[config.mk]
export PLATFORM = sky130hd
export DESIGN_NAME = atm_top
export DESIGN_NICKNAME = d
export VERILOG_FILES = /design/src/rtl/atm_pkg.sv /design/src/rtl/key_pulse.sv /design/src/rtl/pin_check.sv /design/src/rtl/transaction_ctrl.sv /design/src/rtl/display_out.sv /design/src/rtl/atm_top.sv
export SDC_FILE = /design/constraint.sdc
export NUM_CORES = 1
export LEC_CHECK = 0
export BUFFER_PORTS_ARGS = -buffer_cell sky130_fd_sc_hd__buf_2
export CAP_MARGIN = 30
export CORE_UTILIZATION = 65
export DETAILED_ROUTE_END_ITERATION = 10
export HOLD_SLACK_MARGIN = 0.02
export MAX_ROUTING_LAYER = met4
export PLACE_DENSITY = 0.83
export SYNTH_ARGS = -nofsm -noshare
export SYNTH_HDL_FRONTEND = slang
export SYNTH_SLANG_ARGS = --single-unit
export TNS_END_PERCENT = 100
[constraint.sdc]
create_clock -name clk_slow -period 12.6 [get_ports clk_slow]
set_input_delay 1.26 -clock clk_slow [delete_from_list [all_inputs] [get_ports clk_slow]]
set_output_delay 1.26 -clock clk_slow [all_outputs]
set_load 0.02 [all_outputs]
[src/rtl/atm_pkg.sv]
`default_nettype none

package atm_pkg;

    localparam int NUM_DIGITS = 4;

    typedef logic [3:0] digit_t;               // 0..9 or blank
    typedef logic [13:0] bal_t;                // holds up to 9999
    typedef logic [6:0] seg_t;                 // active low with a in bit 6

    localparam digit_t DIGIT_BLANK = 4'd15;
    localparam bal_t BAL_MAX = 14'd9999;
    localparam bal_t RAPID_AMOUNT = 14'd100;

    typedef enum logic [1:0] {
        CMD_BALANCE,
        CMD_RAPID,
        CMD_WITHDRAW,
        CMD_DEPOSIT
    } cmd_t;

    typedef enum logic [2:0] {
        TXN_IDLE,
        TXN_BALANCE,
        TXN_RAPID,
        TXN_WITHDRAW,
        TXN_DEPOSIT
    } txn_state_t;

    localparam seg_t SEG_BLANK = 7'b1111111;

    // segment order is a b c d e f g
    localparam seg_t SEG_DIGITS [0:9] = '{
        7'b0000001,                            // 0
        7'b1001111,                            // 1
        7'b0010010,                            // 2
        7'b0000110,                            // 3
        7'b1001100,                            // 4
        7'b0100100,                            // 5
        7'b0100000,                            // 6
        7'b0001111,                            // 7
        7'b0000000,                            // 8
        7'b0000100                             // 9
    };

endpackage

`default_nettype wire

[src/rtl/key_pulse.sv]
`timescale 1ns/100ps
`default_nettype none

module key_pulse (
    input  logic             clk_slow,
    input  logic             arst_n,
    input  logic [9:0]       digit_keys,
    input  logic             finish_btn,
    input  logic             balance_btn,
    input  logic             rapid_btn,
    input  logic             withdraw_btn,
    input  logic             deposit_btn,
    output logic             digit_stb,
    output atm_pkg::digit_t  digit_val,
    output logic             finish_stb,
    output logic             cmd_stb,
    output atm_pkg::cmd_t    cmd
);
    import atm_pkg::*;

    logic [9:0] keys_q;
    logic [3:0] btns_q;                        // deposit, withdraw, rapid, balance
    logic       finish_q;
    logic [9:0] key_rise;
    logic [3:0] btn_rise;
    digit_t     digit_next;
    cmd_t       cmd_next;

    always_comb
    begin
        key_rise = digit_keys & ~keys_q;
        btn_rise = {deposit_btn, withdraw_btn, rapid_btn, balance_btn} & ~btns_q;
        digit_next = '0;
        for (int i = 9; i >= 0; i--)
        begin
            if (key_rise[i])
            begin
                digit_next = digit_t'(i);      // last hit is the lowest key
            end
        end
        if (btn_rise[0])
            cmd_next = CMD_BALANCE;
        else if (btn_rise[1])
            cmd_next = CMD_RAPID;
        else if (btn_rise[2])
            cmd_next = CMD_WITHDRAW;
        else
            cmd_next = CMD_DEPOSIT;
    end

    always_ff @(posedge clk_slow or negedge arst_n)
    begin
        if (!arst_n)
        begin
            keys_q     <= '0;
            btns_q     <= '0;
            finish_q   <= 1'b0;
            digit_stb  <= 1'b0;
            finish_stb <= 1'b0;
            cmd_stb    <= 1'b0;
            digit_val  <= '0;
            cmd        <= CMD_BALANCE;
        end
        else
        begin
            keys_q     <= digit_keys;
            btns_q     <= {deposit_btn, withdraw_btn, rapid_btn, balance_btn};
            finish_q   <= finish_btn;
            digit_stb  <= |key_rise;
            finish_stb <= finish_btn & ~finish_q;
            cmd_stb    <= |btn_rise;
            digit_val  <= digit_next;
            cmd        <= cmd_next;
        end
    end

endmodule

`default_nettype wire

[src/rtl/pin_check.sv]
`timescale 1ns/100ps
`default_nettype none

module pin_check #(
    parameter atm_pkg::digit_t [atm_pkg::NUM_DIGITS-1:0] PIN_CODE = '0
) (
    input  logic                                         clk_slow,
    input  logic                                         arst_n,
    input  logic                                         card_in,
    input  logic                                         digit_stb,
    input  atm_pkg::digit_t                              digit_val,
    input  logic                                         finish_stb,
    output logic                                         card_valid,
    output logic                                         card_invalid,
    output atm_pkg::digit_t [atm_pkg::NUM_DIGITS-1:0]    pin_digits
);
    import atm_pkg::*;

    localparam int CNT_W = $clog2(NUM_DIGITS + 1);
    localparam digit_t [NUM_DIGITS-1:0] ALL_BLANK = {NUM_DIGITS{DIGIT_BLANK}};

    logic [CNT_W-1:0]        count;            // digits entered so far
    logic                    accept;
    digit_t [NUM_DIGITS-1:0] digits_next;

    always_comb
    begin
        accept = digit_stb && !(card_valid || card_invalid) && (count < NUM_DIGITS);
        digits_next = pin_digits;
        if (accept)
        begin
            digits_next[NUM_DIGITS-1-count] = digit_val;   // fill from the left
        end
    end

    always_ff @(posedge clk_slow or negedge arst_n)
    begin
        if (!arst_n)
        begin
            count        <= '0;
            card_valid   <= 1'b0;
            card_invalid <= 1'b0;
            pin_digits   <= ALL_BLANK;
        end
        else if (!card_in || finish_stb)
        begin
            count        <= '0;
            card_valid   <= 1'b0;
            card_invalid <= 1'b0;
            pin_digits   <= ALL_BLANK;
        end
        else if (accept)
        begin
            count      <= count + 1'b1;
            pin_digits <= digits_next;
            if (count == NUM_DIGITS - 1)
            begin
                card_valid   <= (digits_next == PIN_CODE);
                card_invalid <= (digits_next != PIN_CODE);
            end
        end
    end

endmodule

`default_nettype wire

[src/rtl/transaction_ctrl.sv]
`timescale 1ns/100ps
`default_nettype none

module transaction_ctrl #(
    parameter atm_pkg::bal_t INIT_BALANCE = 14'd99,
    parameter logic [31:0]   HOLD_CYCLES  = 32'd16383
) (
    input  logic                clk_slow,
    input  logic                arst_n,
    input  logic                card_valid,
    input  logic                cmd_stb,
    input  atm_pkg::cmd_t       cmd,
    input  logic                digit_stb,
    input  atm_pkg::digit_t     digit_val,
    input  logic                finish_stb,
    output atm_pkg::txn_state_t txn_state,
    output atm_pkg::bal_t       balance,
    output atm_pkg::bal_t       amount,
    output logic                green_led,
    output logic                red_led,
    output logic                cash_dispensed
);
    import atm_pkg::*;

    localparam int CNT_W = $clog2(NUM_DIGITS + 1);

    logic [CNT_W-1:0] num_keyed;               // amount digits so far
    logic [31:0]      hold_cnt;
    txn_state_t       cmd_state;
    logic             complete;
    logic             pay_out;
    logic             funds_ok;
    logic             entry;
    bal_t             sum;
    logic [14:0]      dep_sum;

    function automatic txn_state_t cmd_to_state(input cmd_t c);
        case (c)
            CMD_BALANCE:  return TXN_BALANCE;
            CMD_RAPID:    return TXN_RAPID;
            CMD_WITHDRAW: return TXN_WITHDRAW;
            default:      return TXN_DEPOSIT;
        endcase
    endfunction

    always_comb
    begin
        cmd_state = cmd_to_state(cmd);
        complete  = card_valid && cmd_stb && (cmd_state == txn_state);  // same command twice
        entry     = (txn_state == TXN_WITHDRAW) || (txn_state == TXN_DEPOSIT);
        sum       = (txn_state == TXN_RAPID) ? RAPID_AMOUNT : amount;
        funds_ok  = (balance >= sum);
        pay_out   = complete && ((txn_state == TXN_RAPID) || (txn_state == TXN_WITHDRAW));
        dep_sum   = {1'b0, balance} + {1'b0, amount};
    end

    always_ff @(posedge clk_slow or negedge arst_n)
    begin
        if (!arst_n)
        begin
            txn_state <= TXN_IDLE;
            balance   <= INIT_BALANCE;
            amount    <= '0;
            num_keyed <= '0;
        end
        else if (!card_valid || finish_stb)
        begin
            txn_state <= TXN_IDLE;
            amount    <= '0;
            num_keyed <= '0;
        end
        else if (cmd_stb)
        begin
            amount    <= '0;
            num_keyed <= '0;
            if (complete)
            begin
                txn_state <= TXN_IDLE;
                if (pay_out && funds_ok)
                    balance <= balance - sum;
                else if (txn_state == TXN_DEPOSIT)
                    balance <= (dep_sum > BAL_MAX) ? BAL_MAX : dep_sum[13:0];  // saturate
            end
            else
            begin
                txn_state <= cmd_state;
            end
        end
        else if (digit_stb && entry && (num_keyed < NUM_DIGITS))
        begin
            amount    <= amount * bal_t'(10) + bal_t'(digit_val);
            num_keyed <= num_keyed + 1'b1;
        end
    end

    // outcome LEDs and their hold timer
    always_ff @(posedge clk_slow or negedge arst_n)
    begin
        if (!arst_n)
        begin
            green_led      <= 1'b0;
            red_led        <= 1'b0;
            cash_dispensed <= 1'b0;
            hold_cnt       <= '0;
        end
        else if (finish_stb)
        begin
            green_led      <= 1'b0;
            red_led        <= 1'b0;
            cash_dispensed <= 1'b0;
            hold_cnt       <= '0;
        end
        else if (pay_out)
        begin
            green_led      <= funds_ok;
            cash_dispensed <= funds_ok;
            red_led        <= !funds_ok;
            hold_cnt       <= '0;             // restart hold
        end
        else if (green_led || red_led || cash_dispensed)
        begin
            if (hold_cnt == HOLD_CYCLES - 1)
            begin
                green_led      <= 1'b0;
                red_led        <= 1'b0;
                cash_dispensed <= 1'b0;
                hold_cnt       <= '0;
            end
            else
            begin
                hold_cnt <= hold_cnt + 1'b1;
            end
        end
    end

endmodule

`default_nettype wire

[src/rtl/display_out.sv]
`timescale 1ns/100ps
`default_nettype none

module display_out (
    input  atm_pkg::txn_state_t                       txn_state,
    input  atm_pkg::bal_t                             balance,
    input  atm_pkg::bal_t                             amount,
    input  atm_pkg::digit_t [atm_pkg::NUM_DIGITS-1:0] pin_digits,
    output atm_pkg::seg_t                             seg3,
    output atm_pkg::seg_t                             seg2,
    output atm_pkg::seg_t                             seg1,
    output atm_pkg::seg_t                             seg0
);
    import atm_pkg::*;

    bal_t                    value;
    digit_t [NUM_DIGITS-1:0] digits;

    function automatic seg_t seg_encode(input digit_t d);
        if (d <= 4'd9)
            return SEG_DIGITS[d];
        else
            return SEG_BLANK;                  // blank and unused codes
    endfunction

    always_comb
    begin
        case (txn_state)
            TXN_BALANCE:  value = balance;
            TXN_RAPID:    value = RAPID_AMOUNT;
            default:      value = amount;
        endcase
        if (txn_state == TXN_IDLE)
        begin
            digits = pin_digits;
        end
        else
        begin
            digits[3] = digit_t'((value / 14'd1000) % 14'd10);
            digits[2] = digit_t'((value / 14'd100) % 14'd10);
            digits[1] = digit_t'((value / 14'd10) % 14'd10);
            digits[0] = digit_t'(value % 14'd10);
        end
    end

    assign seg3 = seg_encode(digits[3]);
    assign seg2 = seg_encode(digits[2]);
    assign seg1 = seg_encode(digits[1]);
    assign seg0 = seg_encode(digits[0]);

endmodule

`default_nettype wire

[src/rtl/atm_top.sv]
`timescale 1ns/100ps
`default_nettype none

module atm_top #(
    parameter atm_pkg::digit_t [atm_pkg::NUM_DIGITS-1:0] PIN_CODE     = '0,
    parameter atm_pkg::bal_t                             INIT_BALANCE = 14'd99,
    parameter logic [31:0]                               HOLD_CYCLES  = 32'd16383
) (
    input  logic          clk_slow,
    input  logic          arst_n,
    input  logic          card_in,
    input  logic [9:0]    digit_keys,
    input  logic          finish_btn,
    input  logic          balance_btn,
    input  logic          rapid_btn,
    input  logic          withdraw_btn,
    input  logic          deposit_btn,
    output logic          card_valid,
    output logic          card_invalid,
    output logic          green_led,
    output logic          red_led,
    output logic          cash_dispensed,
    output atm_pkg::seg_t seg3,
    output atm_pkg::seg_t seg2,
    output atm_pkg::seg_t seg1,
    output atm_pkg::seg_t seg0
);
    import atm_pkg::*;

    logic                    digit_stb;
    digit_t                  digit_val;
    logic                    finish_stb;
    logic                    cmd_stb;
    cmd_t                    cmd;
    digit_t [NUM_DIGITS-1:0] pin_digits;
    txn_state_t              txn_state;
    bal_t                    balance;
    bal_t                    amount;

    key_pulse u_key_pulse (
        .clk_slow(clk_slow), .arst_n(arst_n), .digit_keys(digit_keys),
        .finish_btn(finish_btn), .balance_btn(balance_btn), .rapid_btn(rapid_btn),
        .withdraw_btn(withdraw_btn), .deposit_btn(deposit_btn),
        .digit_stb(digit_stb), .digit_val(digit_val), .finish_stb(finish_stb),
        .cmd_stb(cmd_stb), .cmd(cmd)
    );

    pin_check #(.PIN_CODE(PIN_CODE)) u_pin_check (
        .clk_slow(clk_slow), .arst_n(arst_n), .card_in(card_in),
        .digit_stb(digit_stb), .digit_val(digit_val), .finish_stb(finish_stb),
        .card_valid(card_valid), .card_invalid(card_invalid), .pin_digits(pin_digits)
    );

    transaction_ctrl #(.INIT_BALANCE(INIT_BALANCE), .HOLD_CYCLES(HOLD_CYCLES)) u_txn (
        .clk_slow(clk_slow), .arst_n(arst_n), .card_valid(card_valid),
        .cmd_stb(cmd_stb), .cmd(cmd), .digit_stb(digit_stb), .digit_val(digit_val),
        .finish_stb(finish_stb), .txn_state(txn_state), .balance(balance),
        .amount(amount), .green_led(green_led), .red_led(red_led),
        .cash_dispensed(cash_dispensed)
    );

    display_out u_display (
        .txn_state(txn_state), .balance(balance), .amount(amount),
        .pin_digits(pin_digits), .seg3(seg3), .seg2(seg2), .seg1(seg1), .seg0(seg0)
    );

endmodule

`default_nettype wire

* After elaboration in Yosys (flattened, before gate mapping) *
Memories as Yosys holds them, arrays and structs flattened.
Cells that the tools add are included.

storage, ports and cells
  flip-flop bits (word level) = 113
  bits in read-only memories = 448
  input bits = 18
  output and inout port bits = 33
  logic and storage cells = 176
  memories kept = 4

memories
  name              words  width  read ports  clocked after memory_dff  wr ports  RTL line           RTL
  (name not given)  16     7      1           0                         0         display_out.sv:21  return SEG_DIGITS[d];
  (name not given)  16     7      1           0                         0         display_out.sv:21
  (name not given)  16     7      1           0                         0         display_out.sv:21
  (name not given)  16     7      1           0                         0         display_out.sv:21

cells by class
  add/subtract/negate cells = 7
  multiply operators = 1
  div/mod/pow operators = 7
  $lt $le $gt $ge = 14
  equal/unequal tests = 9
  muxes and demuxes = 65
  bitwise logic cells = 11
  reductions and logical operators = 36

operators by type and width
  operator                                                                              count
  32-bit two-way mux                                                                    4
  14-bit two-way mux                                                                    7
  7-bit two-way mux                                                                     12
  16-bit two-way mux                                                                    4
  14-bit by 4-bit remainder unit with 14-bit output, second input constant              4
  4-bit two-way mux                                                                     11
  32-bit by 1-bit adder with 32-bit output, second input constant                       1
  32-bit by 14-bit == test with 1-bit output, second input constant                     1
  32-bit by 1-bit greater-or-equal comparator with 1-bit output, second input constant  1
  32-bit by 3-bit < comparator with 1-bit output, second input constant                 1
  14-bit one-hot mux with 2 select lines                                                1
  3-bit two-way mux                                                                     8
  5-bit greater-or-equal comparator, second input constant                              4
  4-bit inverter with 5-bit output                                                      4
  16-bit bitwise mux                                                                    1
  4-bit less-or-equal comparator, second input constant                                 4
  16-bit zero test                                                                      1
  16-bit nonzero test                                                                   1
  14-bit by 14-bit adder with 15-bit output                                             1
  15-bit by 14-bit greater-than comparator with 1-bit output, second input constant     1
  14-bit by 4-bit adder with 14-bit output                                              1
  14-bit by 10-bit divider with 14-bit output, second input constant                    1
  14-bit by 4-bit divider with 14-bit output, second input constant                     1
  14-bit by 7-bit divider with 14-bit output, second input constant                     1
  33 further kinds                                                                      74

* Longest topological paths before layout *
  depth in word-level cells = 12
  gate-level depth with buffers = 36
  mapped depth without buffers = 29

* By module *
A second synthesis with hierarchy kept.

second synthesis, totals
  cells, all modules = 1601
  area, all modules = 12582.1 um^2

by module, submodules not included
  module            times used  cells each  area an instance (um^2)  sequential area each (um^2)
  transaction_ctrl  1           652         5639.2                   1706.6
  display_out       1           782         5112.4                   0.0
  pin_check         1           105         1014.7                   545.5
  key_pulse         1           62          815.8                    600.6

* Worst setup path before layout *
Ideal clock, no wire load.

  kind = flip-flop to output port
  start point = register u_txn.txn_state[2]
  end point = output port seg3[1]
  arrival = 6561 ps
  required time = 11340 ps
  path slack = 4779 ps
  cell stages (with the launch flop) = 29
  path buffers = 5
  cells stage by stage = dfrtp_1 buf_6 o21bai_4 a211oi_2 buf_4 nor2_1 or4_4 and3_4 a21o_1 inv_1 ha_1 nor3_1 a21o_1 clkbuf_1 o22ai_1 clkbuf_1 a2111oi_0 o22ai_1 o21ai_1 buf_2 mux2i_1 xnor2_1 a41o_1 inv_2 ha_1 a221oi_1 a221oi_2 and2_1 a221oi_1

between the ends
  longest elaborated chain between the ends = 10
  elaborated cells on any way between the ends = 13
  those cells by class = 2 x div; 1 x order compare; 2 x eq/ne; 5 x mux; 1 x bitwise; 1 x reduce/logical; 1 x memory

ends and longest elaborated chain
  element                                                                                                      RTL line                RTL
  from (decl)                                                                                                  transaction_ctrl.sv:16  output atm_pkg::txn_state_t txn_state,
  from (signal assigned)                                                                                       transaction_ctrl.sv:86  txn_state <= cmd_state;
  3-bit by 2-bit == test with 1-bit output / 3-bit by 1-bit == test with 1-bit output (equally long branches)  display_out.sv:28       case (txn_state)
  14-bit one-hot mux with 2 select lines                                                                       display_out.sv:28
  14-bit by 10-bit divider with 14-bit output                                                                  display_out.sv:39       digits[3] = digit_t'((value / 14'd1000) % 14'd10);
  14-bit by 4-bit remainder unit with 14-bit output                                                            display_out.sv:39
  16-bit two-way mux *                                                                                         display_out.sv:33       if (txn_state == TXN_IDLE)
  4-bit inverter with 5-bit output (implied by the code)                                                       display_out.sv:21
  memory read 16 x 7 bit                                                                                       -
  7-bit two-way mux (implied by the code) (2 in a row)                                                         display_out.sv:21
  7-bit two-way mux *                                                                                          display_out.sv:20       if (d <= 4'd9)
  to (decl)                                                                                                    atm_top.sv:23           output atm_pkg::seg_t seg3,

Mark *: on every way between the ends. The rest lies on a longest branch, timed or not. The select of a mux whose other input is x is not followed.

* Final worst setup path *
  start point = register u_txn.txn_state[1]
  end point = output port seg3[3]

The elaborated chain is that of the path after synthesis.

==> results.md <==
Cells and area:
- The most common library cell in the layout ignoring fill and taps is sky130_fd_sc_hd__nor2_1.
- The finished layout cell area is 0.0139 mm^2.
- Of the cells placed in the final design, the portion with a size suffix greater than 1 is 12.4%.
- The area growth from synthesis to layout is 6.91%.
- The count of filler cells inserted in the layout is 1449.
- In the layout the commonest cells are sky130_fd_sc_hd__nor2_1 (176), sky130_fd_sc_hd__nand2_1 (158), sky130_fd_sc_hd__a21oi_1 (101).
- For this run, the post-layout net count is 1763.
- Measured on the finished design, the core utilization comes to 71.1%.
- The number of antenna diodes is 0.
- In the final layout, the multi-input gates occupy 0.00944 mm^2.
- Registers take 0.00285 mm^2.

Critical path:
- STA puts the critical path data required time at 11.34 ns.
- The critical path launch point type is a register.
- Of all nets on the critical path, the largest fanout is 28.
- The slowest stage cell on the critical path is sky130_fd_sc_hd__a211o_1.
- The critical path is of the register to output pin type.
- For this run, the slowest stage of the critical path takes 0.75 ns.
- The critical path startpoint is u_txn.txn_state[1].
- For the worst setup path, the data arrival time is 9.02 ns.
- In this run the critical register-to-register path is launched from u_txn.txn_state[1].
- Walking the worst path, the cells encountered are o21bai_4 -> a211o_1 -> nor2_1 -> or4_4 -> and3_4 -> or3_1 -> and2_1 -> a311oi_1 -> o22ai_1 -> inv_2 -> nor3_1 -> or4_1 -> o21ai_1 -> a21oi_1 -> a211oi_1 -> a41o_1 -> inv_2 -> ha_1 -> nor3_1 -> a221oi_2 -> and2_1 -> mux2i_1 -> o21ai_0 -> buf_2.
- The category of the worst setup path capture point is an output pin.

Route:
- Once detail routing completed, the nets flagged for antenna violations numbered 0.
- The number of remaining DRC errors is 0.
- The DRC violation total after the first TritonRoute iteration is 1408.
- The detailed-route vias per instance is 6.78.
- The routed length per instance is 18.6 um.
- The count of vias placed by the detailed router is 13100.
- The number of detailed-routing iterations run before antenna repair is 8.
- The total routed wirelength is 36.0 mm.

CTS:
- The latest clock arrival within the worst-skew pair is 0.43 ns.
- The post-CTS setup repair buffer count is 0.
- The longest clock path from root to sink contains 2 buffers.
- The root buffer cell is sky130_fd_sc_hd__clkbuf_16.
- The number of buffers inserted for hold repair after clock tree synthesis is 0.
- The CTS tree is built.
- The clock net in this run drives a total of 113 sinks.
- Gates resized during post-CTS repair numbered 0.
- Counting the buffers created by CTS gives 17.
- The post-CTS clock slew at the launch and capture registers of the worst setup and hold paths is 0.06 ns.
- CTS built an H-tree with a depth of 4.

Placed design:
- The congestion estimate from routability-driven global placement came to 0.936.
- The HPWL reported at the end of detailed placement is 24.8 mm.
- The count of port buffers added during placement is 50.
- In this run the cell area measured after placement is 0.0133 mm^2.

Worst hold path:
- The class of the most critical hold timing path is register to register.
- The startpoint of the lowest-slack hold path is u_key_pulse.finish_q.

STA:
- The actual slew at the worst max-slew pin is 1.04 ns.
- Setup violations remaining at the end of the flow were counted as 0.
- The max-slew violation count came to 0.
- The headroom to the max-slew limit is 30.3%.
- Of the available clock period, the critical path in the final layout requires 81.6%.
- The top achievable clock speed is 0.0973 GHz.
- For the finished layout, the period the worst path requires is 10.28 ns.
- After routing, the total negative slack on setup checks comes to 0 ns.
- Setup repair after global routing left no endpoint under its margin.
- The hold violation count in the final report was 0.
- Between clock sinks in the finished design, the worst skew comes to 0.0119 ns.

Yosys:
- Counting distinct cell types in the post-synthesis netlist gives 122.
- The net count of the mapped netlist is 1775.
- Ranked by total cell area, the synthesized netlist is headed by sky130_fd_sc_hd__dfrtp_1 (18%), sky130_fd_sc_hd__ha_1 (8.3%), sky130_fd_sc_hd__nor2_1 (5.1%).
- The cell type with the largest total area after synthesis is sky130_fd_sc_hd__dfrtp_1.
- In this run the cell area of the synthesized design comes to 0.0130 mm^2.
- The top cell type by area accounts for 17.9% of the synthesized area.
- The cell count after synthesis came out at 1667.
- The most common flop cell mapped by yosys is sky130_fd_sc_hd__dfrtp_1.
- The part of the Yosys area used for sequential elements is 21.9%.
- The number of enable-type register cells in the synthesized netlist is 0.
- The synthesized design contains 113 register bits.
- Yosys printed 0 warnings.
- The mean area per synthesized cell is 7.82 um^2.
- For this run, asynchronously set or reset flops after synthesis account for 100%.

Global route:
- The largest net degree at the start of global routing is 59.
- The number of antenna violations at the first check in global routing was 0.
- Global routing finished with a remaining overflow of 0.
- For met3 alone, demand over resource in global routing was 4.97%.
- In this run the most used layer during global routing was met2.
- Global routing used 36.7% of the available tracks.
- The first global-routing pass estimated 59.0 mm of wire.
- The met2 track utilization from global routing is 59.9%.
- For met1 alone, demand over resource in global routing was 46.1%.
- The via count of the first global-routing pass is 12100.

Power and ir drop:
- The part of the total power dissipated in the clock network is 51.8%.
- The maximum vdd drop is 133 uV.
- The switching power is 0.277 mW.
- The internal power of the cells totals 0.750 mW.
- The fraction of power consumed by sequential logic is 37.8%.
- The power density relative to cell area is 73.8 mW/mm^2.
- The logic gate share of total power is 10.5%.
- The analysis attributes to cell leakage a power of 5.76 nW.
- The switching share of power is 27.0%.

Job:
- The reported max-cap violation count is 0.

Run status:
- The flow ran to the end, and the final reports show no timing, DRC or antenna violations.

Floorplan:
- The die height is 144 um.
- The core region is 0.0196 mm^2.
- The die covers 0.0206 mm^2.
- The initialized floorplan defines 51 standard-cell rows.
- The die is 144 um wide.
- The number of top-level pins is 51.
- Once the floorplan was initialized, standard cells occupied 66.5% of the core.
## final timing paths
kind                                            end  slack (ns)  cells past startpoint
max in group asynchronous         u_txn.hold_cnt[7]       10.49                      2
min in group asynchronous  u_key_pulse.digit_val[0]        0.87                      1
hold reg to reg              u_key_pulse.finish_stb        0.41                      1
setup reg to reg                   u_txn.balance[7]        6.96                     20
setup / recovery                            seg3[3]        2.32                     24
hold / removal               u_key_pulse.finish_stb        0.41                      1
## cell families after synthesis
| kind of cell | after synthesis | share of synthesized area, % |
|---|---|---|
| AOI/OAI and AO/OA | 513 | 29.0 |
| xor gates and xnor gates | 102 | 6.91 |
| adders and majority gates | 96 | 9.34 |
| buffers and inverters | 166 | 5.87 |
| DFF | 113 | 21.9 |
| muxes | 27 | 2.18 |
| and+or+nand+nor | 650 | 24.8 |
## per-layer routing
metal / vias to the layer above / wire length (um)
li1: 6168 / -
met1: 6227 / 15100
met2: 600 / 17500
met3: 110 / 2390
met4: 0 / 1020
met5: - / 0
## sequential cells by signal, indices dropped and copies added, names as in the netlist
name                      count
u_pin_check.pin_digits       16
u_key_pulse.btns_q            4
u_key_pulse.finish_q          1
u_key_pulse.digit_stb         1
u_txn.green_led               1
u_txn.hold_cnt               32
u_txn.amount                 14
u_txn.num_keyed               3
u_txn.red_led                 1
u_key_pulse.digit_val         4
u_pin_check.card_valid        1
u_txn.txn_state               3
u_key_pulse.cmd_stb           1
u_pin_check.count             3
u_txn.balance                14
u_key_pulse.cmd               2
u_pin_check.card_invalid      1
u_key_pulse.finish_stb        1
u_key_pulse.keys_q           10
## cells in the mapped netlist (all sizes together) (18+ instances only)
cell	count
buf	53
nor2b	20
and2	19
dfrtp	93
dfstp	20
a211oi	37
a22oi	19
nand3	79
nand2	158
inv	64
o22ai	21
and3	18
nand4	25
xor2	44
ha	86
mux2i	22
clkbuf	49
nor4	22
nor3	49
a21oi	104
o211ai	24
nand2b	22
a21o	27
nor2	179
xnor2	58
o21ai	98
o21bai	21
a31oi	20
## power groups by stage
stage	combinational, mW	sequential (mW)	clock (mW)
2_1_floorplan	0.0748	0.388	0
3_3_place_gp	0.101	0.393	0
3_5_place_dp	0.105	0.394	0
4_1_cts	0.106	0.388	0.534
5_1_grt	0.120	0.389	0.548
6_report	0.108	0.388	0.532
## metrics by stage
step | std cells | hold WS, ns | setup WS (ns) | power [mW]
2_1_floorplan | 1667 | 0.378 | 4.78 | 0.463
5_1_grt | 1933 | 0.428 | 1.64 | 1.06
6_report | 1933 | 0.412 | 2.32 | 1.03
3_5_place_dp | 1901 | 0.409 | 2.96 | 0.499
4_1_cts | 1933 | 0.416 | 2.49 | 1.03
3_3_place_gp | 1899 | 0.389 | 3.25 | 0.494
## final cells by class
cell class,count,area share [%]
clock buffer,17,3.05
clock inverter,15,1.56
inverter,64,1.76
multi-input combinational,1388,67.8
sequential,113,20.5
tap,265,2.38
timing repair buffer,71,3.00
## worst max-delay path: cells and delay by family (launching register included)
family	cells	cell delay, ns
AO/OA/AOI/OAI	10	4.33
adder cells (fa/ha/maj)	1	0.30
buffers and inverters	3	0.55
flip-flops	1	0.69
multiplexers	1	0.10
AND/OR/NAND/NOR	9	2.60
Note: power is estimated with default switching activity, not from simulation.
